$ cat src/design/soc_pkg.sv
// peripheral fabric shared definitions
package soc_pkg;

  // bus widths
  localparam int ADDR_W = 32;
  localparam int DATA_W = 32;

  // low address bits inside one slave window, 128 KiB each
  localparam int WIN_BITS = 17;

  // number of memory-mapped slaves
  localparam int N_SLAVES = 4;

  // window base addresses, only bits above WIN_BITS are decoded
  localparam logic [ADDR_W-1:0] RAM_BASE   = 32'h1000_0000;
  localparam logic [ADDR_W-1:0] RST_BASE   = 32'hC000_0000;
  localparam logic [ADDR_W-1:0] GPIO_BASE  = 32'hD000_0000;
  localparam logic [ADDR_W-1:0] TIMER_BASE = 32'hF000_0000;

  // slave index, also the bit position in the select vector
  typedef enum logic [1:0] {
    SLV_RAM   = 2'd0,
    SLV_RST   = 2'd1,
    SLV_GPIO  = 2'd2,
    SLV_TIMER = 2'd3
  } slave_idx_e;

  // reset controller registers
  localparam logic [WIN_BITS-1:0] RST_ADDR_OFS = 17'h0_0000;
  localparam logic [WIN_BITS-1:0] RST_CTRL_OFS = 17'h0_0004;

  // machine timer registers, 64-bit values split in halves
  localparam logic [WIN_BITS-1:0] TMR_LO_OFS = 17'h0_0000;
  localparam logic [WIN_BITS-1:0] TMR_HI_OFS = 17'h0_0004;
  localparam logic [WIN_BITS-1:0] CMP_LO_OFS = 17'h0_0008;
  localparam logic [WIN_BITS-1:0] CMP_HI_OFS = 17'h0_000C;

  // gpio output register
  localparam logic [WIN_BITS-1:0] GPIO_OUT_OFS = 17'h0_0000;

  // core start address out of reset, points at data ram
  localparam logic [ADDR_W-1:0] DEFAULT_BOOT_ADDR = 32'h1000_0000;

endpackage
$ cat src/design/rst_ctrl.sv
// core boot address and fetch enable
module rst_ctrl (
  input  logic                         clk,
  input  logic                         arst_n_i,
  input  logic                         sel_i,
  input  logic                         we_i,
  input  logic [soc_pkg::WIN_BITS-1:0] offset_i,
  input  logic [soc_pkg::DATA_W-1:0]   wdata_i,
  output logic [soc_pkg::DATA_W-1:0]   rdata_o,
  output logic [soc_pkg::ADDR_W-1:0]   boot_addr_o,
  output logic                         fetch_en_o
);
  import soc_pkg::*;

  logic wr_en;
  logic rd_en;

  assign wr_en = sel_i & we_i;
  assign rd_en = sel_i & ~we_i;

  // start address and fetch enable registers
  always_ff @(posedge clk or negedge arst_n_i) begin
    if (!arst_n_i) begin
      boot_addr_o <= DEFAULT_BOOT_ADDR;
      fetch_en_o  <= 1'b0;
    end else if (wr_en) begin
      case (offset_i)
        // word aligned start address
        RST_ADDR_OFS: boot_addr_o <= {wdata_i[ADDR_W-1:2], 2'b00};
        RST_CTRL_OFS: fetch_en_o  <= wdata_i[0];
        default: begin
          // unknown offset, write dropped
        end
      endcase
    end
  end

  // readback, loaded on the select cycle
  always_ff @(posedge clk or negedge arst_n_i) begin
    if (!arst_n_i) begin
      rdata_o <= '0;
    end else if (rd_en) begin
      case (offset_i)
        RST_ADDR_OFS: rdata_o <= boot_addr_o;
        RST_CTRL_OFS: rdata_o <= {{(DATA_W-1){1'b0}}, fetch_en_o};
        default:      rdata_o <= '0;
      endcase
    end else begin
      rdata_o <= '0;
    end
  end

  // core may only start from a word boundary
  boot_aligned_a: assert property (@(posedge clk) disable iff (!arst_n_i)
    boot_addr_o[1:0] == 2'b00)
    else $error("rst_ctrl: boot address not word aligned");

endmodule

$ cat config.mk
export PLATFORM = sky130hd
export DESIGN_NAME = rst_ctrl
export DESIGN_NICKNAME = d
export VERILOG_FILES = /design/src/design/soc_pkg.sv /design/src/design/rst_ctrl.sv
export SDC_FILE = /design/constraint.sdc
export NUM_CORES = 1
export LEC_CHECK = 0
export BUFFER_PORTS_ARGS = -buffer_cell sky130_fd_sc_hd__buf_2
export CAP_MARGIN = 20
export CORE_MARGIN = 8
export CORE_UTILIZATION = 41
export CTS_CLUSTER_DIAMETER = 50
export DETAILED_ROUTE_END_ITERATION = 10
export HOLD_SLACK_MARGIN = 0.08
export PLACE_DENSITY = 0.75
export SYNTH_ARGS = -nofsm -noshare
export SYNTH_HDL_FRONTEND = slang
export SYNTH_SLANG_ARGS = --single-unit
$ cat constraint.sdc
create_clock -name clk -period 0.8 [get_ports clk]
set_input_delay 0.16 -clock clk [delete_from_list [all_inputs] [get_ports clk]]
set_output_delay 0.16 -clock clk [all_outputs]
set_load 0.03 [all_outputs]
==> metrics.yaml <==
global_routing:
  top_usage_layer: "met2"
  met2_usage_pct: 32.0
  grtUsageMet1_pct: 20.0
  use_met3_pct: 4.08
  grt_pass1_wl_um: 12200
  grt_pass1_vias: 2254
  antenna_found_initial: 0
  grt.total_usage_pct: 18.2
  overflow: 0
  grt_start_max_net_pins: 35
drt:
  drtIter0Drc: 56
  avgRoutedWirePerCell_um: 21.2
  via_per_inst: 5.02
  dr.pass1.iters: 4
  ant_nets: 0
  wl_um: 8370
  route.detailed.drc: 0
  routed-via-count: 1976
sta:
  slew_viol_final: 0
  whs_ns: 0.0557
  hold_violations: 0
  finClkSkew_ns: 0.00886
  tns_ns: -53.74
  rsz0062_at_grt: "yes"
  maxSlewHeadroom_pct: 40.9
  finalCritPeriodShare_pct: 192
  layout_setup_ws_ns: -0.736
  layout_min_cycle_time_ns: 1.54
  fmax_mhz: 651
  tightest_slew_ns: 0.887
  setup_violations: 124
pwr:
  pwr_density_cell_mw_per_mm2: 1400
  switchingPower_mw: 1.52
  leakagePower_nw: 2.28
  intPower_mw: 5.03
  power_mw: 6.55
  swShare_pct: 23.2
  combPwrFrac_pct: 6.3
  seqPwrFrac_pct: 47.8
  power_frac_clock_pct: 45.8
  ir_worst_vdd_mv: 1.85
critical_path:
  startpoint: "offset_i[10]"
  timing.critical_path.required_ns: 1.01
  ff2ff_path_depth: 3
  path_max_fanout: 13
  reg2reg_from: "fetch_en_o"
  critPathArrivalTime_ns: 1.75
  cp-end-kind: "register"
  path_buf_inv: 2
  r2r_end: "fetch_en_o"
  cp_slowest_cell: "or4_4"
  crit_type: "in -> reg"
  setup.worst_path.start_class: "input port"
  crit_family: "simple AND/OR/NAND/NOR gates"
  crit_chain: "buf_2 > or4_4 > nor2_4 > and4b_4 > buf_12 > mux2_4"
  slowest_delay_ns: 0.52
  regToRegSetupSlack_ns: -0.24
place:
  dpl_worst_slack_ns: -1.05
  gp_congestion: 0.782
  port_buffers: 113
  dpl_cell_area_mm2: 0.00319
  post-place-cells: 336
  dpl.hpwl_um: 4760
final_layout:
  drive_gt1_share_pct: 77.4
  areaGrowthSynthToFinish_pct: 87.4
  diodes: 0
  post-route-cell-area_mm2: 0.00468
  fin_cells: 394
  nets: 367
  final_util_pct: 79.4
floorplanning:
  dieArea_mm2: 0.00884
  fp.coreArea_mm2: 0.00589
  ios: 118
  core.rowCount: 28
  die_w_um: 94.0
  die_height_um: 94.0
  start_util_pct: 42.4
logic_synthesis:
  syn_area_mm2: 0.00249
  syn_inst: 151
  synth_seq_cells: 62
  ys_seq_area_share_pct: 62.2
  synth_top_area_cell: "dfrtp_1"
  ys_types: 20
  ys_warn_count: 0
  avgSynthCellArea_um2: 16.5
  netlist_top_cells_area: "dfrtp_1 61%, mux2_4 18%, nor4b_1 11%, buf_12 2.4%, clkbuf_1 1.1%"
  synth_top_area_share_pct: 61.2
hold_path:
  min_path_cells: 2
  holdPathEnd: "boot_addr_o[29]"
  min_from: "wdata_i[29]"
  worstHoldPathType: "in -> reg"
cts:
  cts_made_buffers: 9
  cts_sinks: 62
  hold_buffers: 2
  cts_buffer_depth: 2
  cts_root_buf: "clkbuf_8"
  htreeDepth: 3
  path_clk_slew_ns: 0.07
  cts_tree: "done"
  clk_latency_ns: 0.33
job:
  max_cap_violations: 0
status:
  status: "finished with violations"
  violations: "setup timing"
[layout make-up]
cell class | instances | area, um2
clock buffers | 10 | 128
clock inverters | 6 | 86.3
fillers | 327 | 1210
multi-input cells | 75 | 1290
flip-flops and latches | 62 | 1550
well taps | 75 | 93.8
repair buffers | 166 | 1530
[worst max-delay path by stage]
| stage | to | depth (start not counted) |
|---|---|---|
| 2_1_floorplan | boot_addr_o[10] | 5 |
| 3_3_place_gp | boot_addr_o[18] | 6 |
| 3_5_place_dp | boot_addr_o[18] | 6 |
| 4_1_cts | boot_addr_o[17] | 6 |
| 5_1_grt | boot_addr_o[14] | 6 |
| 6_report | boot_addr_o[14] | 6 |
[timing repair]
item,in CTS,in global routing
endpoints found under the hold margin,93,30
setup buffers,31,5
pin swaps,0,25
resized for setup,174,22
gates cloned,2,2
setup endpoints to repair,124,124
[power groups by stage]
stage	registers (mW)	clock network, mW	logic [mW]
after floorplan	3.19	0	0.0856
after global placement	3.19	0	0.303
after detailed placement	3.19	0	0.310
after CTS	3.13	3.01	0.365
after global routing	3.13	3.23	0.448
final	3.13	3.00	0.415
[sequential cells by signal, indices dropped and copies added, names as in the netlist]
| name | flops |
|---|---|
| rdata_o | 31 |
| boot_addr_o | 30 |
| fetch_en_o | 1 |
[metal layers]
| layer | up-vias | wire [um] | part of all wire, % |
|---|---|---|---|
| met5 | - | 0 | 0 |
| met4 | 0 | 156 | 1.9 |
| met3 | 16 | 457 | 5.5 |
| met2 | 73 | 4610 | 55 |
| met1 | 1013 | 3150 | 38 |
| li1 | 874 | - | - |
[synth_stat cells]
cell	instances
nor3_1	1
nor2_1	1
and4b_4	1
nor4_1	1
clkbuf_1	7
nand2_1	1
dfstp_2	1
and4b_1	1
or4_4	2
mux2_2	1
conb_1	1
nor2_4	1
buf_2	3
mux2_4	30
nand3b_1	1
nand4_1	1
dfrtp_1	61
buf_12	3
nor4b_1	30
buf_4	3
[cells in the final DEF, fill, tap and decap left out, drive strengths merged, types with 3 or more instances in the layout]
| cell | n |
|---|---|
| buf | 162 |
| clkbuf | 12 |
| clkinv | 3 |
| conb | 3 |
| dfrtp | 61 |
| mux2 | 31 |
| nor4b | 30 |
[cells by family after synthesis]
kind of cell,count (synthesis),share of synthesized area (%)
buffers and inverters,16,4.96
DFF,62,62.2
muxes,31,18.5
other,1,0.150
and+or+nand+nor,41,14.1
Note: power is estimated with default switching activity, not from simulation.
