--- config.mk ---
export PLATFORM = sky130hd
export DESIGN_NAME = mtimer
export DESIGN_NICKNAME = d
export VERILOG_FILES = /design/src/design/soc_pkg.sv /design/src/design/mtimer.sv
export SDC_FILE = /design/constraint.sdc
export NUM_CORES = 1
export LEC_CHECK = 0
export BUFFER_PORTS_ARGS = -buffer_cell sky130_fd_sc_hd__buf_2
export CAP_MARGIN = 5
export CELL_PAD_IN_SITES_DETAIL_PLACEMENT = 0
export CELL_PAD_IN_SITES_GLOBAL_PLACEMENT = 2
export CORE_MARGIN = 2
export CORE_UTILIZATION = 41
export CTS_BUF_LIST = sky130_fd_sc_hd__clkbuf_8
export DETAILED_ROUTE_END_ITERATION = 16
export PLACE_DENSITY = 0.95
export SYNTH_ARGS = -nofsm -noshare
export SYNTH_HDL_FRONTEND = slang
export SYNTH_SLANG_ARGS = --single-unit
--- constraint.sdc ---
create_clock -name clk -period 4.8 [get_ports clk]
set_clock_uncertainty 0.05 [all_clocks]
set_input_delay 0.48 -clock clk [delete_from_list [all_inputs] [get_ports clk]]
set_output_delay 0.48 -clock clk [all_outputs]
set_load 0.01 [all_outputs]
--- src/design/soc_pkg.sv ---
// peripheral fabric shared definitions
package soc_pkg;

  // bus widths
  localparam int ADDR_W = 32;
  localparam int DATA_W = 32;

  // low address bits inside one slave window, 128 KiB each
  localparam int WIN_BITS = 17;

  // number of memory-mapped slaves
  localparam int N_SLAVES = 4;

  // window base addresses, only bits above WIN_BITS are decoded
  localparam logic [ADDR_W-1:0] RAM_BASE   = 32'h1000_0000;
  localparam logic [ADDR_W-1:0] RST_BASE   = 32'hC000_0000;
  localparam logic [ADDR_W-1:0] GPIO_BASE  = 32'hD000_0000;
  localparam logic [ADDR_W-1:0] TIMER_BASE = 32'hF000_0000;

  // slave index, also the bit position in the select vector
  typedef enum logic [1:0] {
    SLV_RAM   = 2'd0,
    SLV_RST   = 2'd1,
    SLV_GPIO  = 2'd2,
    SLV_TIMER = 2'd3
  } slave_idx_e;

  // reset controller registers
  localparam logic [WIN_BITS-1:0] RST_ADDR_OFS = 17'h0_0000;
  localparam logic [WIN_BITS-1:0] RST_CTRL_OFS = 17'h0_0004;

  // machine timer registers, 64-bit values split in halves
  localparam logic [WIN_BITS-1:0] TMR_LO_OFS = 17'h0_0000;
  localparam logic [WIN_BITS-1:0] TMR_HI_OFS = 17'h0_0004;
  localparam logic [WIN_BITS-1:0] CMP_LO_OFS = 17'h0_0008;
  localparam logic [WIN_BITS-1:0] CMP_HI_OFS = 17'h0_000C;

  // gpio output register
  localparam logic [WIN_BITS-1:0] GPIO_OUT_OFS = 17'h0_0000;

  // core start address out of reset, points at data ram
  localparam logic [ADDR_W-1:0] DEFAULT_BOOT_ADDR = 32'h1000_0000;

endpackage
--- src/design/mtimer.sv ---
// machine timer with compare interrupt
module mtimer (
  input  logic                         clk,
  input  logic                         arst_n_i,
  input  logic                         sel_i,
  input  logic                         we_i,
  input  logic [soc_pkg::WIN_BITS-1:0] offset_i,
  input  logic [soc_pkg::DATA_W-1:0]   wdata_i,
  output logic [soc_pkg::DATA_W-1:0]   rdata_o,
  output logic                         mtimer_irq_o
);
  import soc_pkg::*;

  // timer spans two bus words
  localparam int MT_W = 2 * DATA_W;

  logic [MT_W-1:0] mtime_q;
  logic [MT_W-1:0] mtimecmp_q;
  logic            wr_en;
  logic            rd_en;
  logic            cmp_hit;

  assign wr_en = sel_i & we_i;
  assign rd_en = sel_i & ~we_i;

  // free-running counter
  // a bus write wins over the increment for that cycle
  always_ff @(posedge clk or negedge arst_n_i) begin
    if (!arst_n_i) begin
      mtime_q <= '0;
    end else if (wr_en && (offset_i == TMR_LO_OFS)) begin
      mtime_q <= {mtime_q[MT_W-1:DATA_W], wdata_i};
    end else if (wr_en && (offset_i == TMR_HI_OFS)) begin
      mtime_q <= {wdata_i, mtime_q[DATA_W-1:0]};
    end else begin
      mtime_q <= mtime_q + 1'b1;
    end
  end

  // compare value, all ones keeps the interrupt quiet
  always_ff @(posedge clk or negedge arst_n_i) begin
    if (!arst_n_i) begin
      mtimecmp_q <= '1;
    end else if (wr_en && (offset_i == CMP_LO_OFS)) begin
      mtimecmp_q <= {mtimecmp_q[MT_W-1:DATA_W], wdata_i};
    end else if (wr_en && (offset_i == CMP_HI_OFS)) begin
      mtimecmp_q <= {wdata_i, mtimecmp_q[DATA_W-1:0]};
    end
  end

  assign cmp_hit = (mtime_q >= mtimecmp_q);

  // level interrupt, one cycle behind the compare
  always_ff @(posedge clk or negedge arst_n_i) begin
    if (!arst_n_i) begin
      mtimer_irq_o <= 1'b0;
    end else begin
      mtimer_irq_o <= cmp_hit;
    end
  end

  // readback of both halves of both registers
  always_ff @(posedge clk or negedge arst_n_i) begin
    if (!arst_n_i) begin
      rdata_o <= '0;
    end else if (rd_en) begin
      case (offset_i)
        TMR_LO_OFS: rdata_o <= mtime_q[DATA_W-1:0];
        TMR_HI_OFS: rdata_o <= mtime_q[MT_W-1:DATA_W];
        CMP_LO_OFS: rdata_o <= mtimecmp_q[DATA_W-1:0];
        CMP_HI_OFS: rdata_o <= mtimecmp_q[MT_W-1:DATA_W];
        default:    rdata_o <= '0;
      endcase
    end else begin
      rdata_o <= '0;
    end
  end

  // compare parked at all ones means no interrupt
  // counter itself at all ones is the only exception
  irq_parked_a: assert property (@(posedge clk) disable iff (!arst_n_i)
    ($past(mtimecmp_q) == '1 && $past(mtime_q) != '1) |-> !mtimer_irq_o)
    else $error("mtimer: interrupt with compare disabled");

endmodule

==> results.md <==
- Across the run, the number of max-cap violations was 0.
- The count of warnings emitted by yosys is 0.
- The leading cell type in the layout, fill and taps excluded is sky130_fd_sc_hd__nand2_1.
- The clock root buffer master is sky130_fd_sc_hd__clkbuf_8.
- The initial antenna violation count is 0.
- In this run the post-CTS setup repair buffer count came out at 0.
- The sequential cells in the finished layout cover a total of 0.00411 sq mm.
- The top flip-flop cell by instance count after synthesis is sky130_fd_sc_hd__dfrtp_1.
- The number of filler instances in the final layout is 2319.
- In this run the standard cell core region covers 0.0233 sq mm.
- The met3 usage is 5.53%.
- The initial utilization of the core area, before any placement, comes to 41.4%.
- After layout, the design draws a total of 2.53 mW.
- The final critical-path required period is 2.96 ns.
- The number of nets with antenna violations after routing is 0.
- The I/O pin count is 86.
- The fraction of registers with async set or reset after synthesis is 100%.
- The maximum root-to-sink buffer count is 2.
- For the worst setup path, the data required time is 5.15 ns.
- The layer with the highest usage after global routing is met2.
- The met1 global-route usage is 35.1%.
- Sequential elements use 42.6% of the synthesized area.
- Hold repair after CTS inserted 0 buffers.
- The total overflow left after global routing is 0.
- The flow ran to the end, and the final reports show no timing, DRC or antenna violations.
- From synthesis to final layout, the design area changed by 12.2%.
- The type of the worst min-delay path is in -> async.
- In the final routed layout, each cell accounts on average for 20.4 microns.
- STA classifies the critical path startpoint as a flop.
- The flop and latch count out of synthesis is 161.
- The detailed placement HPWL is 21200 microns.
- The total negative slack for setup checks is 0 ns.
- Setup repair after global routing left no endpoint under its margin.
- The post-cts repair resize count is 0.
- Across every metal layer, demand over resource in global routing totals 25.4%.
- In this run the biggest area consumer among cell types represents 25.2% of the synthesized area.
- Cells with a size suffix above 1 make up 19.9% of the layout.
- The library cells used most frequently in the layout, excluding fill and tap cells, are sky130_fd_sc_hd__nand2_1, sky130_fd_sc_hd__a21oi_1, sky130_fd_sc_hd__dfrtp_1.
- The count of buffers added on input and output ports is 85.
- VDD sags by at most 0.000119 V.
- The width of the die is 157 microns.
- For this block, the via count after detailed routing is 8732.
- Summed over all layers, the routed wires come to 30300 microns.
- The number of endpoints with negative hold slack in the final report is 0.
- The count of nets after finishing is 1269.
- The met2 track utilization from global routing is 40.4%.
- In this run the power density over the cells is 234 mW/mm^2.
- The H-tree depth reported by CTS is 4.
- Summed over all instances, the cell type with the most area after synthesis is sky130_fd_sc_hd__dfrtp_1.
- Dividing the final minimum period by the clock period gives 61.7%.
- The cell area after technology mapping is 0.00964 sq mm.
- When the netlist entered floorplanning its net count stood at 1207.
- The first-pass GRT wire length is 48200 microns.
- The combined area of the multi-input logic cells is 0.00502 sq mm.
- The number of antenna cells inserted is 0.
- The count of different cell masters after synthesis is 66.
- The die is 157 microns tall.
- Sorting the synthesized cells by area gives the leading types as sky130_fd_sc_hd__dfrtp_1, sky130_fd_sc_hd__dfstp_2, sky130_fd_sc_hd__ha_1.
- Entering global routing, the biggest net connects 84 pins.
- In this run the core area contains 56 standard-cell rows.
- The initial detailed-routing violation count is 670.
- Dividing the detail-routed via count by the number of cells gives 5.89.
- The largest fanout on the critical path is 9.
- TritonCTS built the clock tree.
- The worst-skew pair later-pin latency is 0.47 ns.
- The synthesized instance count is 1089.
- After clock tree synthesis, the clock-pin slew on the worst setup and hold paths is 0.10 ns.
- The number of clock sinks is 161.
- The placer's final routability congestion estimate is 0.886.
- The share of the core filled with cells is 46.5%.
- The die covers 0.0247 sq mm.
- Data arrives at the worst endpoint at 3.31 ns.
- TritonCTS created 17 clock buffers.
- The final setup violation count is 0.
- The max-slew violation count is 0.
- The type of the worst setup path is reg -> reg.
- In this run the mean area of a mapped cell was 8.85 sq um.
- The number of synthesized flops with an enable pin is 0.
- The kind of end point of the critical path is a flop.
- The total leakage power is 4.87 nW.
- The slew at the pin closest to its max-slew limit is 1.17 ns.
- The worst slew margin relative to its limit is 21.5%.
- The number of remaining DRC errors is 0.
- The number of global-route vias before repair was 8426.
- The highest achievable clock rate is 0.338 GHz.
- The number of search-and-repair iterations in the first detailed-routing pass is 7.
-- through the flow --
stage | instances | setup WS, ns | hold slack [ns] | area [sq um]
4_1_cts | 1483 | 1.90 | 0.0204 | 10800
3_5_place_dp | 1451 | 1.63 | 0.459 | 10400
2_1_floorplan | 1089 | 2.44 | 0.134 | 9640
6_report | 1483 | 1.84 | 0.00699 | 10800
3_3_place_gp | 1451 | 1.69 | 0.457 | 10400
5_1_grt | 1483 | 1.67 | 0.0442 | 10800
-- registers in the layout (all words and copies together), names as in the netlist --
signal        flops
mtimecmp_q       64
rdata_o          32
mtimer_irq_o      1
mtime_q          64
-- layer usage --
metal  routed length [microns]  up-vias  share of wire [%]
met1                     13900     4281                 46
li1                          -     4142                  -
met4                       490        0                1.6
met3                      1790       35                5.9
met2                     14200      274                 47
met5                         0        -                  0
-- synth_stat cells (2+ instances only) --
master,number
sky130_fd_sc_hd__nand2_1,119
sky130_fd_sc_hd__nand4_1,39
sky130_fd_sc_hd__a211oi_1,20
sky130_fd_sc_hd__o22ai_1,15
sky130_fd_sc_hd__o21ai_0,94
sky130_fd_sc_hd__nor2b_1,4
sky130_fd_sc_hd__a22oi_1,66
sky130_fd_sc_hd__mux2_2,3
sky130_fd_sc_hd__a31oi_1,3
sky130_fd_sc_hd__o31ai_1,2
sky130_fd_sc_hd__nor4_1,9
sky130_fd_sc_hd__nand3_2,2
sky130_fd_sc_hd__or4_1,5
sky130_fd_sc_hd__o221a_2,12
sky130_fd_sc_hd__nor4_4,3
sky130_fd_sc_hd__dfstp_2,64
sky130_fd_sc_hd__or3_1,3
sky130_fd_sc_hd__buf_2,9
sky130_fd_sc_hd__dfrtp_1,97
sky130_fd_sc_hd__a221oi_1,4
sky130_fd_sc_hd__inv_1,79
sky130_fd_sc_hd__nand4b_1,2
sky130_fd_sc_hd__nand3_1,34
sky130_fd_sc_hd__o21a_1,5
sky130_fd_sc_hd__and3_1,16
sky130_fd_sc_hd__a221o_1,2
sky130_fd_sc_hd__and4_1,6
sky130_fd_sc_hd__and2_1,2
sky130_fd_sc_hd__nor3_1,19
sky130_fd_sc_hd__clkbuf_1,49
sky130_fd_sc_hd__o211ai_1,5
sky130_fd_sc_hd__mux2i_1,4
sky130_fd_sc_hd__o22a_1,2
sky130_fd_sc_hd__a211o_1,2
sky130_fd_sc_hd__or2_2,2
sky130_fd_sc_hd__nor3_2,3
sky130_fd_sc_hd__xor2_1,4
sky130_fd_sc_hd__a311oi_1,7
sky130_fd_sc_hd__ha_1,65
sky130_fd_sc_hd__a21o_1,3
sky130_fd_sc_hd__a21oi_1,107
sky130_fd_sc_hd__nor2_1,74
-- where the power goes --
part | internal, mW | total, mW | switching, mW
clock network | 0.528 | 1.05 | 0.521
logic | 0.0302 | 0.0981 | 0.0679
registers | 1.37 | 1.39 | 0.0189
-- critical path, cell delays in order, from the launching register on --
cell and delay (ns):
sky130_fd_sc_hd__dfrtp_1 0.50, sky130_fd_sc_hd__and3_1 0.37, sky130_fd_sc_hd__nand3_2 0.27, sky130_fd_sc_hd__nor4_4 0.76, sky130_fd_sc_hd__nand3_1 0.38, sky130_fd_sc_hd__o41ai_1 0.41, sky130_fd_sc_hd__a221o_1 0.17
-- cells by family after synthesis --
group	Yosys count	share of synthesized area, %
flops	161	42.6
simple gates	352	18.7
fa+ha+maj	65	8.44
compound gates	360	23.5
mux	7	0.766
buf+inv	139	5.53
xor+xnor	5	0.454
-- layout make-up --
class                           instances  area share (%)
Clock buffer                           19            2.42
Clock inverter                         13            1.23
Inverter                               80            2.78
Multi-Input combinational cell        789            46.5
Sequential cell                       161            38.0
Tap cell                              319            3.69
Timing Repair Buffer                  102            5.41
-- worst paths after layout --
kind	startpoint	endpoint	slack, ns	cells past startpoint
setup / recovery	mtime_q[12]	mtime_q[55]	1.84	6
hold / removal	arst_n_i	rdata_o[1]	0.007	1
setup reg to reg	mtime_q[12]	mtime_q[55]	1.84	6
hold reg to reg	mtimecmp_q[46]	mtimecmp_q[46]	0.47	2
max in group asynchronous	arst_n_i	mtimecmp_q[31]	3.72	2
min in group clk	wdata_i[0]	mtimecmp_q[32]	0.19	3
Note: power is estimated with default switching activity, not from simulation.
