$ cat src/design/soc_pkg.sv
// peripheral fabric shared definitions
package soc_pkg;

  // bus widths
  localparam int ADDR_W = 32;
  localparam int DATA_W = 32;

  // low address bits inside one slave window, 128 KiB each
  localparam int WIN_BITS = 17;

  // number of memory-mapped slaves
  localparam int N_SLAVES = 4;

  // window base addresses, only bits above WIN_BITS are decoded
  localparam logic [ADDR_W-1:0] RAM_BASE   = 32'h1000_0000;
  localparam logic [ADDR_W-1:0] RST_BASE   = 32'hC000_0000;
  localparam logic [ADDR_W-1:0] GPIO_BASE  = 32'hD000_0000;
  localparam logic [ADDR_W-1:0] TIMER_BASE = 32'hF000_0000;

  // slave index, also the bit position in the select vector
  typedef enum logic [1:0] {
    SLV_RAM   = 2'd0,
    SLV_RST   = 2'd1,
    SLV_GPIO  = 2'd2,
    SLV_TIMER = 2'd3
  } slave_idx_e;

  // reset controller registers
  localparam logic [WIN_BITS-1:0] RST_ADDR_OFS = 17'h0_0000;
  localparam logic [WIN_BITS-1:0] RST_CTRL_OFS = 17'h0_0004;

  // machine timer registers, 64-bit values split in halves
  localparam logic [WIN_BITS-1:0] TMR_LO_OFS = 17'h0_0000;
  localparam logic [WIN_BITS-1:0] TMR_HI_OFS = 17'h0_0004;
  localparam logic [WIN_BITS-1:0] CMP_LO_OFS = 17'h0_0008;
  localparam logic [WIN_BITS-1:0] CMP_HI_OFS = 17'h0_000C;

  // gpio output register
  localparam logic [WIN_BITS-1:0] GPIO_OUT_OFS = 17'h0_0000;

  // core start address out of reset, points at data ram
  localparam logic [ADDR_W-1:0] DEFAULT_BOOT_ADDR = 32'h1000_0000;

endpackage
$ cat src/design/gpio_csr.sv
// gpio output control register
module gpio_csr (
  input  logic                         clk,
  input  logic                         arst_n_i,
  input  logic                         sel_i,
  input  logic                         we_i,
  input  logic [soc_pkg::WIN_BITS-1:0] offset_i,
  input  logic [soc_pkg::DATA_W-1:0]   wdata_i,
  output logic [soc_pkg::DATA_W-1:0]   rdata_o,
  output logic [7:0]                   csr_o
);
  import soc_pkg::*;

  logic out_hit;

  // only one register lives in this window
  assign out_hit = (offset_i == GPIO_OUT_OFS);

  // low byte of the write lands on the pins
  always_ff @(posedge clk or negedge arst_n_i) begin
    if (!arst_n_i) begin
      csr_o <= '0;
    end else if (sel_i && we_i && out_hit) begin
      csr_o <= wdata_i[7:0];
    end
  end

  // zero-extended readback
  always_ff @(posedge clk or negedge arst_n_i) begin
    if (!arst_n_i) begin
      rdata_o <= '0;
    end else if (sel_i && !we_i && out_hit) begin
      rdata_o <= {{(DATA_W-8){1'b0}}, csr_o};
    end else begin
      rdata_o <= '0;
    end
  end

endmodule

$ cat config.mk
export PLATFORM = sky130hd
export DESIGN_NAME = gpio_csr
export DESIGN_NICKNAME = d
export VERILOG_FILES = /design/src/design/soc_pkg.sv /design/src/design/gpio_csr.sv
export SDC_FILE = /design/constraint.sdc
export NUM_CORES = 1
export LEC_CHECK = 0
export BUFFER_PORTS_ARGS = -buffer_cell sky130_fd_sc_hd__buf_2
export CAP_MARGIN = 20
export CORE_ASPECT_RATIO = 1.4
export CORE_MARGIN = 2
export CORE_UTILIZATION = 33
export CTS_CLUSTER_SIZE = 14
export DETAILED_ROUTE_END_ITERATION = 8
export GPL_ROUTABILITY_DRIVEN = 0
export PLACE_DENSITY_LB_ADDON = 0.25
export SETUP_SLACK_MARGIN = 0.4
export SLEW_MARGIN = 20
export SYNTH_ARGS = -nofsm -noshare
export SYNTH_HDL_FRONTEND = slang
export SYNTH_SLANG_ARGS = --single-unit
$ cat constraint.sdc
create_clock -name clk -period 0.9 [get_ports clk]
set_input_delay 0.09 -clock clk [delete_from_list [all_inputs] [get_ports clk]]
set_output_delay 0.09 -clock clk [all_outputs]
set_load 0.02 [all_outputs]
==> flow_summary.ini, run 1 <==
[timing]
finalSetupViolations = 23
min_period_ns = 1.23
slew_violations = 0
skew_ns = 0.000424
hold_slack_ns = -0.303
max_clock_freq_ghz = 0.811
finalHoldViolations = 16
rsz0062_at_grt = true
worst_slack_ns = -0.333
fin_crit_sh = 1.37

[floorplan]
core-area_mm2 = 0.00239
initial_core_util = 0.349
die_area_mm2 = 0.00295
die_h_um = 63.5
ios = 93
die_w_um = 46.5
rows = 21

[route]
drt-total-wl_mm = 1.47
ant_nets = 0
vias = 607
dr.pass1.iters = 2
drc = 0
post_drt_wl_per_cell_um = 9.19
drt_iter0_drc = 2
avgViaCountPerCell = 3.79

[cells_and_area]
finalNonFillerCells = 160
drive_gt1_frac = 0.595
syn2layout_area_growth_pct = 53.2
antenna_cells = 0
fin_nets = 180

[synthesis]
synth_top_family_by_area = buffers and inverters
synthMuxAreaShare = 0.144
synth.distinct_cells = 15
synthAdderAreaFrac = 0
synth-simple-area-share = 0.137
syn_area_um2 = 833
ys_ff_latch = 16
avgSynthCellArea_um2 = 12.3
synth-compound-area-share = 0
synthXorXnorAreaFrac = 0
yosysSeqAreaShare = 0.480
yosysWarnings = 0
netlist_instances = 68

[critical_path]
critical_path.top_delay_family = simple AND/OR/NAND/NOR gates
crit_path_cell_trace = buf_6 > nor4_4 > nand3_1 > or3_4 > buf_8 > mux2_4
cp-end-kind = flip-flop
critPathLaunchType = input pin
crit_slowest_cell = or3_4
cp-startpoint = offset_i[2]
crit_buf_inv = 2
critical_path_class = input pin to flip-flop
max_stage_delay_ns = 0.38
arrival_ns = 1.40
cp_max_fo = 8
crit_required_ns = 1.07
reg2reg_from = csr_o[2]

[power_and_ir_drop]
pwr-share-comb = 0.141
swShare = 0.251
pwr-share-seq = 0.526
p_switching_w = 0.000342
peakVddDrop_uv = 422
p_total_w = 0.00137
power.density_mw_per_mm2 = 1070
p_int_w = 0.00102
clock_power_share = 0.333
leakage_nw = 0.721

[global_route]
grt_use_met2 = 0.188
grt_pass1_wl_mm = 2.35
track_usage = 0.111
overflow = 0
grt_max_degree = 17
antenna_found_initial = 0
grt_busiest_layer = met2
met3_usage = 0.00573
grt_pass1_vias = 569
grtUsageMet1 = 0.120

[clocking]
cts_buffers = 3
insertion_delay_ns = 0.28
htreeDepth = 1
clock_path_buffers = 2
cts_tree = yes
clock-sinks = 16
cts.clk_slew.worst_paths_ns = 0.09
cts-root-buf = clkbuf_4

[run_status]
violations = hold timing, setup timing
outcome = complete, but fails checks

[placed_design]
port_buffers = 44
dp.cells = 147
place_hpwl_mm = 1.22

[worst_hold_path]
hp-class = input pin to async pin

[run]
max_cap_violations = 0
==> per-layer routing <==
metal,vias to the layer above,part of all wire
li1,289,-
met1,274,0.30
met2,40,0.57
met3,4,0.095
met4,0,0.031
met5,-,0
==> final cells by class <==
type | count | area [µm²]
inverters | 1 | 3.75
repair buffers | 56 | 430
multi-input cells | 49 | 363
fillers | 227 | 1110
well taps | 34 | 42.5
clock buffers | 4 | 36.3
flip-flops and latches | 16 | 400
==> power groups by stage <==
stage                     sequential [W]  clock, W  combinational [W]
after CTS                       0.000718  0.000460           0.000191
after detailed placement        0.000733         0           0.000185
after global routing            0.000718  0.000503           0.000212
after global placement          0.000733         0           0.000182
final                           0.000718  0.000455           0.000193
after floorplan                 0.000733         0           0.000177
==> flip-flops by register name, summed over array words and instances, names as in the netlist <==
register,flops
csr_o,8
rdata_o,8
==> worst paths after layout <==
path                       slack [ns]  depth (start not counted)          to
setup / recovery                -0.33                          6    csr_o[2]
hold / removal                  -0.30                          1    csr_o[7]
min in group clk                 0.03                          2    csr_o[3]
max in group asynchronous        0.95                          1  rdata_o[6]
setup reg to reg                    0                          2    csr_o[2]
hold reg to reg                  0.62                          2  rdata_o[3]
==> cell families after synthesis <==
group / after synthesis
buffers and inverters: 26
and+or+nand+nor: 17
DFF: 16
muxes: 8
other: 1
==> through the flow <==
step,hold slack (ns),setup TNS (ns),setup slack [ns],instance area [µm²],util
3_3_place_gp,0.0102,-7.45,-0.655,1030,0.431
2_1_floorplan,-0.206,-4.72,-0.453,937,-
5_1_grt,-0.284,-4.51,-0.392,1280,0.534
3_5_place_dp,0.00924,-7.72,-0.687,1030,0.431
6_report,-0.303,-2.95,-0.333,1280,0.534
4_1_cts,-0.295,-3.13,-0.342,1260,0.525
==> synthesized netlist by cell type <==
cell type   n  area, µm²
buf_6       1       11.3
nand3_1     1       5.00
nor2_1      1       3.75
mux2_4      8        120
or3_1       1       6.26
nor3_1      1       5.00
and2_1      8       50.1
conb_1      1       3.75
buf_4      24        180
nor4_2      2       25.0
nor4_1      1       6.26
dfrtp_1    16        400
nor4b_1     1       8.76
inv_1       1       3.75
nand2_1     1       3.75
==> what timing repair did <==
| item | CTS | global route |
|---|---|---|
| endpoints found under the hold margin | 16 | 16 |
| endpoints found under the setup margin | 32 | 32 |
| setup buffers | 9 | 0 |
| pin swaps | 4 | 4 |
| resized for setup | 36 | 5 |
==> placed cells by master, fill, tap and decap left out <==
cell type,n
nor4_1,1
mux2_4,8
and2_4,2
nand3_1,1
inv_1,1
nand2_1,1
nor2_1,1
clkbuf_8,1
buf_6,18
or3_4,1
buf_8,1
buf_4,11
nor3_2,1
nor4b_2,1
clkbuf_4,3
conb_1,24
dfrtp_1,16
buf_2,26
and2_1,6
nor4_4,2
No activity file was read; power rests on OpenSTA's default activity.
==> run 2: changes to the inputs <==
TNS_END_PERCENT = 5   (was default)
==> flow_summary.ini, run 2 (synthesized netlist as in run 1, its figures left out) <==
[timing]
hold_slack_ns = -0.298
max_clock_freq_ghz = 0.801
rsz0062_at_grt = true
min_period_ns = 1.25
slew_violations = 0
finalHoldViolations = 16
worst_slack_ns = -0.349
skew_ns = 0.00275
finalSetupViolations = 16
fin_crit_sh = 1.39

[critical_path]
reg2reg_from = csr_o[5]
cp_max_fo = 8
crit_required_ns = 1.06
critical_path_class = input pin to flip-flop
critPathLaunchType = input pin
reg2reg_setup_slack_ns = 0.12
cp-startpoint = offset_i[10]
rr_endpoint = csr_o[5]
critPathCapture = csr_o[6]
reg2regPathDepth = 1
arrival_ns = 1.41
cp-end-kind = flip-flop

[placed_design]
place_area_mm2 = 0.00101
place_hpwl_mm = 1.18
pre_cts_slack_ns = -0.706
port_buffers = 44

[floorplan]
die_h_um = 63.5
die_area_mm2 = 0.00295
core-area_mm2 = 0.00239
ios = 93
rows = 21
initial_core_util = 0.349
die_w_um = 46.5

[cells_and_area]
antenna_cells = 0
mostFrequentLayoutCells = buf_2 (31), conb_1 (24), dfrtp_1 (16), buf_6 (13)
syn2layout_area_growth_pct = 39.8
fin_nets = 170
stdcell_area_mm2 = 0.00116
drive_gt1_frac = 0.543
layout_commonest_cell = buf_2
top_regs = csr_o (8), rdata_o (8)

[power_and_ir_drop]
leakage_nw = 0.664
peakVddDrop_uv = 403
p_total_w = 0.00136
power.density_mw_per_mm2 = 1160

[clocking]
cts-root-buf = clkbuf_4
cts_buffers = 3
clock_path_buffers = 2
cts.clk_slew.worst_paths_ns = 0.09
insertion_delay_ns = 0.27
post-cts-setup-buffers = 0
htreeDepth = 1
clock-sinks = 16
cts_tree = yes

[route]
drt-total-wl_mm = 1.37
ant_nets = 0
drt_iter0_drc = 2
drc = 0
post_drt_wl_per_cell_um = 9.13
vias = 565
avgViaCountPerCell = 3.77
dr.pass1.iters = 3

[run]
max_cap_violations = 0

[worst_hold_path]
hp-class = input pin to async pin

[global_route]
grt_pass1_vias = 487
antenna_found_initial = 0
grt_max_degree = 17
grt_pass1_wl_mm = 2.06
overflow = 0
track_usage = 0.100

[run_status]
outcome = complete, but fails checks
violations = hold timing, setup timing
==> run 2: layer usage <==
layer  routed length, µm  GRT usage  vias to the layer above
li1                    -          -                      269
met3                 160     0.0143                        2
met2                 769      0.172                       44
met4                  27     0.0750                        0
met1                 413      0.100                      250
met5                   0          0                        -
==> run 2: how the worst min path moves through the flow <==
stage / to / slack, ns
detailed placement: rdata_o[7] / 0.009
global placement: rdata_o[4] / 0.004
floorplan: csr_o[0] / -0.21
CTS: csr_o[7] / -0.30
finish: rdata_o[4] / -0.30
global route: rdata_o[2] / -0.28
==> run 2: timing repair <==
action,CTS,global route
setup endpoints to repair,32,32
resized for setup,23,7
pin swaps,4,3
hold endpoints to repair,16,16
==> run 2: where the power goes <==
group          total [W]  leakage, nW  switching (W)  internal (W)
Combinational   0.000193        0.420       0.000134     0.0000592
Clock           0.000446       0.0210       0.000200      0.000246
Sequential      0.000718        0.224   0.0000000266      0.000718
==> run 2: critical path, cell delays in order <==
cell and delay [ns]:
buf_2 0.11, nor4_4 0.27, nand3_2 0.11, or3_4 0.38, buf_8 0.15, mux2_4 0.29
==> run 2: layout make-up <==
class	count	area, µm²
clock buffers	4	36.3
multi-input cells	49	358
well taps	34	42.5
inverters	1	3.75
repair buffers	46	324
fillers	227	1230
flip-flops and latches	16	400
==> run 2: per-stage QoR <==
step | setup TNS, ns | cells | utilization
3_5_place_dp | -8.26 | 146 | 0.421
6_report | -2.90 | 150 | 0.487
3_3_place_gp | -7.31 | 146 | 0.421
5_1_grt | -4.57 | 150 | 0.487
2_1_floorplan | -4.77 | 91 | -
4_1_cts | -3.33 | 150 | 0.473
==> run 3: changes to the inputs <==
GPL_TIMING_DRIVEN = 0   (was default)
==> flow_summary.ini, run 3 (synthesized netlist as in run 1, its figures left out) <==
[run_status]
outcome = complete, but fails checks
violations = hold timing, setup timing

[critical_path]
critPathLaunchType = input pin
critical_path_class = input pin to flip-flop
max_stage_delay_ns = 0.37
crit_top_cell = buf_6
crit_path_cell_trace = buf_6 > nor4_4 > nand3_1 > or3_1 > buf_6 > mux2_4
arrival_ns = 1.39
crit_required_ns = 1.06
cp_max_fo = 8
cp-end-kind = flip-flop
crit_slowest_cell = or3_1

[timing]
min_period_ns = 1.22
fin_crit_sh = 1.36
hold_slack_ns = -0.301
rsz0062_at_grt = true
worst_pin_slew_ns = 0.699
slew_headroom = 0.531
skew_ns = 0.000150
max_clock_freq_ghz = 0.816
finalSetupViolations = 24
worst_slack_ns = -0.325
fin_setup_tns_ns = -4.79
slew_violations = 0
finalHoldViolations = 16

[floorplan]
die_area_mm2 = 0.00295
core-area_mm2 = 0.00239
die_w_um = 46.5
die_h_um = 63.5
initial_core_util = 0.349
rows = 21
ios = 93

[route]
dr.pass1.iters = 3
vias = 619
post_drt_wl_per_cell_um = 8.83
avgViaCountPerCell = 3.60
drt_iter0_drc = 10
ant_nets = 0
drc = 0
drt-total-wl_mm = 1.52

[cells_and_area]
layout_commonest_cell = buf_2
mostFrequentLayoutCells = buf_2 (31), buf_4 (24), conb_1 (24), dfrtp_1 (16), buf_6 (14)
drive_gt1_frac = 0.609
top_regs = csr_o (8), rdata_o (8)
postLayoutCoreUtil = 0.550
fin_nets = 193
antenna_cells = 0
syn2layout_area_growth_pct = 58.0
finalNonFillerCells = 172

[global_route]
antenna_found_initial = 0
grt_pass1_wl_mm = 2.22
overflow = 0
grt_pass1_vias = 534
grt_max_degree = 17
track_usage = 0.107

[power_and_ir_drop]
power.density_mw_per_mm2 = 1020
peakVddDrop_uv = 446
leakage_nw = 0.784

[worst_hold_path]
hp-class = input pin to async pin

[clocking]
cts_buffers = 3
post-cts-setup-buffers = 0
cts.clk_slew.worst_paths_ns = 0.08
clock-sinks = 16
insertion_delay_ns = 0.27
cts-root-buf = clkbuf_4
htreeDepth = 1
clock_path_buffers = 2
cts_tree = yes

[placed_design]
dp.cells = 169
port_buffers = 44
pre_cts_slack_ns = -0.653

[run]
max_cap_violations = 0
[run 3: cell count changes in the layout (fill, tap and decap cells not counted), sizes merged]
cell,before,now
buf,46,69
clkbuf,4,3
[run 3: final cells by class]
class / count / area [µm²]
multi-input combinational: 49 / 354
tap: 34 / 42.5
inverter: 1 / 3.75
timing repair buffer: 44 / 302
fill: 235 / 1070
sequential: 16 / 400
clock buffer: 3 / 22.5
buffer: 25 / 191
[run 3: stage by stage]
step                cell area, µm²  total power (W)  hold slack (ns)
floorplan                      920         0.000907           -0.206
global placement              1180         0.000980          0.00519
detailed placement            1180         0.000983           0.0145
CTS                           1270          0.00135           -0.295
global route                  1320          0.00143           -0.300
finish                        1320          0.00135           -0.301
[run 3: report_power, final]
group	total [W]	internal, W	switching, W	leakage, nW
logic	0.000276	0.000130	0.000146	0.546
registers	0.000718	0.000718	0.0000000260	0.224
clock network	0.000354	0.000155	0.000199	0.0138
total	0.00135	0.00100	0.000345	0.784
[run 3: worst paths after layout]
path                                   from         end  depth (start not counted)  slack, ns
worst max-delay path            offset_i[3]    csr_o[1]                          6      -0.32
worst min-delay path               arst_n_i  rdata_o[4]                          1      -0.30
worst max register to register     csr_o[1]    csr_o[1]                          1       0.13
worst min register to register     csr_o[6]  rdata_o[6]                          1       0.51
max in group asynchronous          arst_n_i    csr_o[1]                          1       0.95
min in group clk                 wdata_i[4]    csr_o[4]                          2       0.04
[run 3: critical path, delay by kind of cell]
kind                   cells  cell delay, ns
muxes                      1            0.29
and+or+nand+nor            3            0.75
buffers and inverters      2            0.26
[run 3: timing repair]
item	in CTS	in global routing
hold endpoints to repair	16	16
pin swaps	0	0
resized for setup	19	8
endpoints found under the setup margin	32	32
[run 3: layer usage]
metal,track usage,part of all wire,routed length [µm],vias up
met4,0.0964,0.018,27,0
li1,-,-,-,316
met1,0.108,0.36,551,257
met2,0.167,0.51,779,44
met5,0,0,0,-
met3,0.0287,0.11,161,2
