File: config.mk
export PLATFORM = sky130hd
export DESIGN_NAME = bus_decoder
export DESIGN_NICKNAME = d
export VERILOG_FILES = /design/src/design/soc_pkg.sv /design/src/design/bus_decoder.sv
export SDC_FILE = /design/constraint.sdc
export NUM_CORES = 1
export LEC_CHECK = 0
export BUFFER_PORTS_ARGS = -buffer_cell sky130_fd_sc_hd__clkbuf_2
export CAP_MARGIN = 20
export CORE_AREA = 2 2 110 112
export DETAILED_ROUTE_END_ITERATION = 7
export DIE_AREA = 0 0 112 114
export SLEW_MARGIN = 25
export SYNTH_ARGS = -nofsm -noshare
export SYNTH_HDL_FRONTEND = slang
export SYNTH_SLANG_ARGS = --single-unit
File: constraint.sdc
create_clock -name clk -period 1 [get_ports clk]
set_input_delay 0.15 -clock clk [delete_from_list [all_inputs] [get_ports clk]]
set_output_delay 0.15 -clock clk [all_outputs]
set_load 0.1 [all_outputs]
File: src/design/soc_pkg.sv
// peripheral fabric shared definitions
package soc_pkg;

  // bus widths
  localparam int ADDR_W = 32;
  localparam int DATA_W = 32;

  // low address bits inside one slave window, 128 KiB each
  localparam int WIN_BITS = 17;

  // number of memory-mapped slaves
  localparam int N_SLAVES = 4;

  // window base addresses, only bits above WIN_BITS are decoded
  localparam logic [ADDR_W-1:0] RAM_BASE   = 32'h1000_0000;
  localparam logic [ADDR_W-1:0] RST_BASE   = 32'hC000_0000;
  localparam logic [ADDR_W-1:0] GPIO_BASE  = 32'hD000_0000;
  localparam logic [ADDR_W-1:0] TIMER_BASE = 32'hF000_0000;

  // slave index, also the bit position in the select vector
  typedef enum logic [1:0] {
    SLV_RAM   = 2'd0,
    SLV_RST   = 2'd1,
    SLV_GPIO  = 2'd2,
    SLV_TIMER = 2'd3
  } slave_idx_e;

  // reset controller registers
  localparam logic [WIN_BITS-1:0] RST_ADDR_OFS = 17'h0_0000;
  localparam logic [WIN_BITS-1:0] RST_CTRL_OFS = 17'h0_0004;

  // machine timer registers, 64-bit values split in halves
  localparam logic [WIN_BITS-1:0] TMR_LO_OFS = 17'h0_0000;
  localparam logic [WIN_BITS-1:0] TMR_HI_OFS = 17'h0_0004;
  localparam logic [WIN_BITS-1:0] CMP_LO_OFS = 17'h0_0008;
  localparam logic [WIN_BITS-1:0] CMP_HI_OFS = 17'h0_000C;

  // gpio output register
  localparam logic [WIN_BITS-1:0] GPIO_OUT_OFS = 17'h0_0000;

  // core start address out of reset, points at data ram
  localparam logic [ADDR_W-1:0] DEFAULT_BOOT_ADDR = 32'h1000_0000;

endpackage
File: src/design/bus_decoder.sv
// single master address decoder
module bus_decoder (
  input  logic                                           clk,
  input  logic                                           arst_n_i,
  // master request, one-cycle strobe
  input  logic                                           req_i,
  input  logic                                           we_i,
  input  logic [soc_pkg::ADDR_W-1:0]                     addr_i,
  input  logic [soc_pkg::DATA_W-1:0]                     wdata_i,
  // master response, one cycle after the request
  output logic                                           rsp_o,
  output logic                                           err_o,
  output logic [soc_pkg::DATA_W-1:0]                     rdata_o,
  // slave side
  output logic [soc_pkg::N_SLAVES-1:0]                   sel_o,
  output logic                                           we_o,
  output logic [soc_pkg::WIN_BITS-1:0]                   offset_o,
  output logic [soc_pkg::DATA_W-1:0]                     wdata_o,
  input  logic [soc_pkg::N_SLAVES-1:0][soc_pkg::DATA_W-1:0] rdata_i
);
  import soc_pkg::*;

  // upper address bits that pick a window
  logic [ADDR_W-WIN_BITS-1:0] win_tag;
  logic [N_SLAVES-1:0]        hit;
  // request and hit vector of the previous cycle
  logic                       req_q;
  logic [N_SLAVES-1:0]        hit_q;
  logic [DATA_W-1:0]          rdata_mux;

  assign win_tag = addr_i[ADDR_W-1:WIN_BITS];

  // compare tag against each base
  always_comb begin
    hit            = '0;
    hit[SLV_RAM]   = (win_tag == RAM_BASE[ADDR_W-1:WIN_BITS]);
    hit[SLV_RST]   = (win_tag == RST_BASE[ADDR_W-1:WIN_BITS]);
    hit[SLV_GPIO]  = (win_tag == GPIO_BASE[ADDR_W-1:WIN_BITS]);
    hit[SLV_TIMER] = (win_tag == TIMER_BASE[ADDR_W-1:WIN_BITS]);
  end

  // selects only live while the strobe is up
  assign sel_o    = {N_SLAVES{req_i}} & hit;
  // every slave sees the same offset and data
  assign we_o     = we_i;
  assign offset_o = addr_i[WIN_BITS-1:0];
  assign wdata_o  = wdata_i;

  always_ff @(posedge clk or negedge arst_n_i) begin
    if (!arst_n_i) begin
      req_q <= 1'b0;
      hit_q <= '0;
    end else begin
      req_q <= req_i;
      hit_q <= sel_o;
    end
  end

  // slaves return zero when idle so a qualified OR is enough
  always_comb begin
    rdata_mux = '0;
    for (int i = 0; i < N_SLAVES; i++) begin
      if (hit_q[i]) begin
        rdata_mux = rdata_mux | rdata_i[i];
      end
    end
  end

  assign rsp_o   = req_q;
  // request that matched no window
  assign err_o   = req_q & ~(|hit_q);
  assign rdata_o = rdata_mux;

  // at most one window may claim an address
  sel_onehot_a: assert property (@(posedge clk) disable iff (!arst_n_i)
    $onehot0(sel_o))
    else $error("bus_decoder: overlapping slave selects");

  // every request answered exactly one cycle later
  rsp_latency_a: assert property (@(posedge clk) disable iff (!arst_n_i)
    rsp_o == $past(req_i))
    else $error("bus_decoder: response not one cycle after request");

endmodule

==> results of run 1 <==
[layer usage]
layer	global-route usage [%]	wire, um
met5	0	0
met4	2.11	122
met3	3.83	866
met2	21.9	4220
met1	10.8	2290
[cell type report]
class	instances	area [um2]
timing repair buffer	203	1740
sequential	5	131
tap	147	184
multi-input combinational	110	1350
clock buffer	4	78.8
fill	1210	8230
[worst max-delay path: cells and delay by family, from the launching register on]
kind,cells,cell delay (ns)
buffers and inverters,2,0.36
AOI/OAI and AO/OA,1,0.20
and+or+nand+nor,1,0.07
DFF,1,0.48
[synthesized netlist by cell type]
cell      instances  area (um2)
nor2_1            1        3.75
nand4_1           1        6.26
nor2b_1           1        6.26
clkbuf_1         12        45.0
dfrtp_1           5         125
nand2_1          33         124
buf_2             3        15.0
buf_4            50         375
and3_1            1        6.26
nor4_1            1        6.26
nor4b_4           1        23.8
nor4_4            1        21.3
buf_1             1        3.75
nor3_1            2        10.0
a22oi_1          64         480
and2_1            1        6.26
nand4_2           1        12.5
nor4b_2           2        30.0
[power by group]
group	internal, mW	leakage (nW)	switching [mW]
registers	0.206	0.0599	0.00268
logic	0.258	1.42	0.200
clock network	0.528	0.0382	0.123
total	0.992	1.52	0.325
[metrics by stage]
| stage | instances | setup slack (ns) | setup TNS (ns) |
|---|---|---|---|
| after global placement | 460 | -0.518 | -11.37 |
| after floorplan | 181 | -0.993 | -14.39 |
| after global routing | 469 | -0.574 | -19.84 |
| after CTS | 467 | -0.547 | -18.46 |
| final | 469 | -0.489 | -17.34 |
| after detailed placement | 460 | -0.559 | -11.90 |
[worst max-delay path by stage]
stage                             from            endpoint  slack [ns]  cells after the start
global route                addr_i[20]            sel_o[0]       -0.57                      6
CTS                         addr_i[17]            sel_o[0]       -0.55                      5
finish              hit_q[1]$_DFF_PN0_          rdata_o[9]       -0.49                      4
global placement            addr_i[20]            sel_o[0]       -0.52                      5
floorplan                   addr_i[26]  hit_q[0]$_DFF_PN0_       -0.99                      3
detailed placement          addr_i[20]            sel_o[0]       -0.56                      5
[kinds of logic after synthesis]
logic type	share of synthesized area, %
buf+inv	33.7
flops	9.62
compound gates	36.9
simple gates	19.7
[flip-flops by register name, indices dropped and copies added, names as in the netlist]
signal  cells
rsp_o       1
hit_q       4
[repair_timing]
| item | in CTS | in global routing |
|---|---|---|
| setup endpoints to repair | 40 | 41 |
| buffers inserted | 3 | 3 |
| hold endpoints to repair | 5 | 0 |
| pin swaps | 12 | 12 |
| gates resized for setup | 6 | 5 |
| hold buffers | 1 | 0 |
==> metrics.txt, run 1 <==
DR vias/cell=4.15; largest net degree at the start of global routing=23; Final Cycle Share=149%; initial antenna violation count=0; Mapped Area=1300 um2; Slew @ Worst Pin=0.343 ns; Finished Cell Area=3490 um2; Slew Viols, Final=0; die width=112 um; Top Ports=284; clk slew on worst S/H paths=0.03 ns; Synth Area per Inst=7.19 um2; Final Hold Viols=0; number of warnings issued by yosys=0; Hold Crit Start=req_i; Global Route Usage Sum=10.9%; worst hold margin=0.147 ns; CTS tree=yes; Worst EP arrival=1.34 ns; Total Power=1.32 mW; clock sink total=5; number of max-cap violations=0; Final ANT Viol Nets=0; Pwr Density=378 nW/um2; row count=40; post-synthesis sequential area ratio=9.62%; # H-tree levels=1; Area Growth Syn to Fin=168%; distinct cell type count after synthesis=18; startpoint types=flip-flop; core area=11,700 um2; Crit-path slowest cell=dfrtp_2; first-pass GRT wire length=11,000 um; HPWL after detailed placement=6710 um; Min-Delay Path Class=primary input to flip-flop; Lkg Pwr=1.52 nW; root buf cell=clkbuf_16; Hold Path Sink=rsp_o$_DFF_PN0_; outcome=finished, violations left; Residual DRC=0; Final WS setup=-0.489 ns; Synth Register Bits=5; Worst setup EP type=output pin; Routed WL per cell=16.0 um; CTS Buffer Depth=2; Initial Util=11.1%; crit path cell chain=buf_12 -> a22oi_2 -> nand2_4 -> buf_12; layout cells sized above 1=97.8%; Cells after Synth=181; Worst Setup Path Type=flip-flop to output pin; final setup violation count=40; Peak VDD IR=0.812 mV; ant diodes=0; Tmin final=1.49 ns; Crit Path Max Fanout=18; fin nets=519; die area=12,800 um2; violated checks=negative setup slack; vias in the first global route=2,044; Num CTS Buffers=3; placed instance area=3320 um2; RSZ-0062 raised after global routing=yes; final WL=7500 um; die height=114 um; drt first pass iters=3; Worst EP required=0.85 ns; syn_nets=377; Hold Path Cell Cnt=2; gr ovfl total=0; Port Buf Inserts=183; utilization after layout=29.8%; gpl congestion=0.720; commonest cells after routing, fill and taps aside=clkbuf_2 (142), a22oi_2 (64), buf_12 (44); critical path's largest stage delay=0.48 ns; via count=1,946; most common cell after layout, fill and taps aside=clkbuf_2; relative slew slack=76.9%; most numerous cell on the critical path=buf_12; f_max=672 MHz; drt initial violations=46
(Power assumes the default switching activity.)
==> run 2: changes to the inputs <==
Settings changed: RECOVER_POWER set to 100.
==> run 2 against run 1 <==
  * The flow still finishes with violations (negative setup slack)
  * First-iteration DRC count grew 2.2%
  * Die area did not move
  * Worst hold slack improved by 0.0060 ns
  * Flip-flop and latch count did not move
  * Combinational power hardly changed
  * Power is essentially flat
  * Count of clock-buffer cells in the layout did not move
  * Worst setup slack hardly changed
  * Fmax about the same
  * Critical endpoint unchanged
==> metrics.txt, run 2 (same netlist as run 1, synthesis figures left out) <==
startpoint types=flip-flop; Tmin final=1.49 ns (+0.0000180 ns); die height=114 um (unchanged); drt first pass iters=3 (unchanged); via count=1,948 (+0.10%); most common cell after layout, fill and taps aside=clkbuf_2; clk slew on worst S/H paths=0.03 ns (about the same); Global Route Usage Sum=10.9% (unchanged); die width=112 um (unchanged); DR vias/cell=4.15 (+0.10%); fin nets=519 (unchanged); CTS tree=yes; f_max=672 MHz (about the same); Num CTS Buffers=3 (unchanged); Min-Delay Path Class=primary input to flip-flop; first-pass GRT wire length=11,000 um (unchanged); final WL=7510 um (about the same); violated checks=negative setup slack; Area Growth Syn to Fin=168% (about the same); Crit Path Max Fanout=18 (unchanged); Worst Setup Path Type=flip-flop to output pin; CTS Buffer Depth=2 (unchanged); die area=12,800 um2 (unchanged); Residual DRC=0 (unchanged); RSZ-0062 raised after global routing=yes; vias in the first global route=2,044 (unchanged); critical path capture point=rdata_o[9]; DR WL met2=4220 um (about the same); gpl congestion=0.720 (unchanged); Port Buf Inserts=183 (unchanged); Setup TNS=-17.35 ns (-0.00340 ns); layout cells sized above 1=97.2% (-0.62 points); Total Power=1.32 mW (about the same); Final WS setup=-0.489 ns (-0.0000180 ns); drt initial violations=47 (+2.2%); met3 WL=864 um (-0.23%); Largest register FFs=4 (unchanged); gr ovfl total=0 (unchanged); HPWL after detailed placement=6710 um (unchanged); Final Hold Viols=0 (unchanged); Slew @ Worst Pin=0.343 ns (unchanged); commonest cells after routing, fill and taps aside=clkbuf_2 (140), a22oi_2 (64), buf_12 (44); root buf cell=clkbuf_16; Routed WL per cell=16.0 um (about the same); Worst EP required=0.85 ns (about the same); initial antenna violation count=0 (unchanged); Top reg by flops=hit_q; Slew Viols, Final=0 (unchanged); Final ANT Viol Nets=0 (unchanged); outcome=finished, violations left; number of max-cap violations=0 (unchanged); ant diodes=0 (unchanged); Worst setup EP type=output pin; Top Ports=284 (unchanged); core area=11,700 um2 (unchanged); row count=40 (unchanged); clock sink total=5 (unchanged); # H-tree levels=1 (unchanged); worst hold margin=0.153 ns (+0.00597 ns); relative slew slack=76.9% (unchanged); Top Layer Used=met4; Pwr Density=378 nW/um2 (about the same); Peak VDD IR=0.812 mV (about the same); Metal-1 WL=2300 um (+0.17%); Setup WS pre-CTS=-0.559 ns (unchanged); Worst EP arrival=1.34 ns (about the same); final setup violation count=40 (unchanged); Final Cycle Share=149% (about the same); Worst Setup SP=hit_q[1]$_DFF_PN0_; Lkg Pwr=1.51 nW (-0.39%); Initial Util=11.1% (unchanged); largest net degree at the start of global routing=23 (unchanged); Fillers=1,212 (+0.17%)
## run 2: changes by cell type in the layout (fill, tap and decap cells not counted)
cell,previous run,this run
clkbuf_2,142,140
clkbuf_1,1,3
## run 2: how the worst min path moves through the flow
stage	start	end	depth (start not counted)
final	addr_i[28]	hit_q[1]$_DFF_PN0_	2
after global routing	addr_i[28]	hit_q[1]$_DFF_PN0_	2
after CTS	req_i	rsp_o$_DFF_PN0_	2
after detailed placement	arst_n_i	hit_q[1]$_DFF_PN0_	1
after global placement	arst_n_i	hit_q[1]$_DFF_PN0_	1
after floorplan	arst_n_i	hit_q[0]$_DFF_PN0_	0
## run 2: power breakdown
| group | leakage [nW] | switching (mW) | internal (mW) |
|---|---|---|---|
| combinational | 1.41 | 0.200 | 0.257 |
| clock | 0.0382 | 0.123 | 0.528 |
| sequential | 0.0599 | 0.00268 | 0.206 |
## run 2: what timing repair did
item	in CTS	in global routing
endpoints found under the setup margin	40	41
gates resized for setup	6	5
setup buffers	3	3
hold buffers	1	0
pin swaps	12	12
endpoints found under the hold margin	5	0
## run 2: through the flow
step,util [%],instances,area (um2)
finish,29.7,469,3480
global route,29.7,469,3480
CTS,29.5,467,3450
detailed placement,28.3,460,3320
global placement,28.3,460,3320
floorplan,-,181,2030
## run 2: layout make-up
class	count	area [um2]	area share [%]
well taps	147	184	5.28
multi-input cells	110	1350	38.8
flip-flops and latches	5	131	3.77
clock buffers	4	78.8	2.26
repair buffers	203	1740	49.9
## run 2: critical path, stage by stage (launching register included)
cell     delay [ns]
dfrtp_2        0.48
buf_12         0.19
a22oi_2        0.20
nand2_4        0.07
buf_12         0.17
## run 2: metal layers
layer  global-route usage (%)  vias up
li1                         -      906
met1                     10.8      874
met2                     21.9      148
met3                     3.83       20
met4                     2.11        0
met5                        0        -
==> run 3: changes to the inputs <==
Clock period 1 ns to 1.2 ns, I/O delays scaled along.
==> run 3 against run 2 <==
  * Sequential power decreased by 17%
  * Worst setup slack better by 0.11 ns
  * First-iteration DRC count down 15%
  * Die area unchanged
  * Critical path type is now primary input to output pin
  * Flip-flop and latch count is the same
  * Non-clock buffer count up 3
  * Power fell by 17%
  * Count of clock-buffer cells in the layout stayed put
  * The run still ends with negative setup slack left
  * Core utilization up 0.27 points
  * Sequential share of layout area about the same
==> metrics.txt, run 3 (same netlist as run 1, synthesis figures left out) <==
commonest cells after routing, fill and taps aside=clkbuf_2 (141), a22oi_2 (64), buf_12 (44); Top reg by flops=hit_q; # H-tree levels=1 (unchanged); via count=1,969 (+1.1%); Worst EP required=1.02 ns (+0.17 ns); Final Hold Viols=0 (unchanged); Final Cycle Share=131%; RSZ-0062 raised after global routing=yes; Port Buf Inserts=183 (unchanged); outcome=finished, violations left; Tmin final=1.57 ns; number of max-cap violations=0 (unchanged); Largest register FFs=4 (unchanged); gpl congestion=0.743 (+3.1%); Top Ports=284 (unchanged); Residual DRC=0 (unchanged); Area Growth Syn to Fin=170%; placed instance area=3340 um2 (+0.75%); f_max=635 MHz; root buf cell=clkbuf_16; Global Route Usage Sum=10.7% (-0.22 points); most common cell after layout, fill and taps aside=clkbuf_2; drt first pass iters=4 (+1); Lkg Pwr=1.53 nW (+1.3%); die area=12,800 um2 (unchanged); fin nets=522 (+0.58%); drt initial violations=40 (-15%); final WL=7390 um (-1.5%); final setup violation count=37 (-7.5%); CTS Buffer Depth=2 (unchanged); die height=114 um (unchanged); ant diodes=0 (unchanged); Finished Cell Area=3510 um2 (+0.90%); startpoint types=primary input; Worst EP arrival=1.39 ns (+0.05 ns); die width=112 um (unchanged); Num CTS Buffers=3 (unchanged); Final ANT Viol Nets=0 (unchanged); gr ovfl total=0 (unchanged); initial antenna violation count=0 (unchanged); first-pass GRT wire length=10,900 um (-0.32%); utilization after layout=30.0% (+0.27 points); Worst setup EP type=output pin; Routed WL per cell=15.7 um (-2.1%); Slew @ Worst Pin=0.317 ns (-0.0269 ns); layout cells sized above 1=97.5% (+0.33 points); clock sink total=5 (unchanged); Pwr Density=309 nW/um2 (-18%); core area=11,700 um2 (unchanged); Crit Path Max Fanout=3 (-15); Slew Viols, Final=0 (unchanged); relative slew slack=78.7% (+1.8 points); Peak VDD IR=0.540 mV (-33%); Worst Setup Path Type=primary input to output pin; clk slew on worst S/H paths=0.03 ns (about the same); violated checks=negative setup slack; CTS tree=yes; Min-Delay Path Class=primary input to flip-flop; Fillers=1,226 (+1.2%); Final WS setup=-0.374 ns (+0.114 ns); DR vias/cell=4.17 (+0.44%); HPWL after detailed placement=6620 um (-1.3%); row count=40 (unchanged); largest net degree at the start of global routing=20 (-13%); vias in the first global route=2,027 (-0.83%); Initial Util=11.1% (unchanged)
==> run 3: cell types whose count changed in the layout (fill, tap and decap cells not counted) <==
cell      before  now
buf_4         11   14
nor4_2         1    0
clkbuf_8       0    1
clkbuf_1       3    2
buf_6          5    3
clkbuf_2     140  141
nor4_4         1    2
clkbuf_4       0    1
==> run 3: cell type report <==
cell class	count	area [um2]	share of cell area (%)
Clock buffer	4	78.8	2.24
Multi-Input combinational cell	110	1360	38.7
Sequential cell	5	131	3.74
Tap cell	147	184	5.23
Timing Repair Buffer	206	1760	50.1
==> run 3: power by group <==
group	switching, mW	internal, mW	total (mW)
registers	0.000901	0.172	0.173
clock network	0.0973	0.439	0.536
logic	0.164	0.214	0.378
==> run 3: final timing paths <==
check                      slack (ns)                  to  cells past startpoint       start
max                             -0.37            sel_o[0]                      5  addr_i[17]
min                              0.20     rsp_o$_DFF_PN0_                      2       req_i
max in group asynchronous        0.63  hit_q[3]$_DFF_PN0_                      2    arst_n_i
min in group asynchronous        0.34  hit_q[0]$_DFF_PN0_                      2    arst_n_i
==> run 3: what timing repair did <==
action                                 4_1_cts  5_1_grt
pin swaps                                    6        7
setup buffers                                1        4
gates resized for setup                      3       11
setup endpoints to repair                   38       38
endpoints found under the hold margin        5        0
hold buffers                                 1        0
==> run 3: critical path: stages <==
cell     delay (ns)
buf_6          0.10
nor4_4         0.34
nand4_4        0.17
nor4b_4        0.38
buf_12         0.22
==> run 3: per-layer routing <==
metal | GRT usage [%] | vias up | part of all wire (%)
met5 | 0 | - | 0
met4 | 3.17 | 0 | 2.1
met3 | 3.29 | 24 | 11
met2 | 21.6 | 127 | 57
met1 | 10.3 | 906 | 31
li1 | - | 912 | -
==> run 3: metrics by stage <==
stage,hold WS (ns),setup TNS (ns),worst slack (ns),std cells,power (mW)
6_report,0.199,-12.50,-0.374,472,1.09
5_1_grt,0.210,-14.34,-0.456,472,1.15
4_1_cts,0.179,-12.80,-0.378,468,1.10
3_5_place_dp,0.00541,-5.90,-0.434,463,0.550
3_3_place_gp,0.00454,-5.55,-0.425,463,0.544
2_1_floorplan,-0.116,-7.29,-0.823,181,1.01
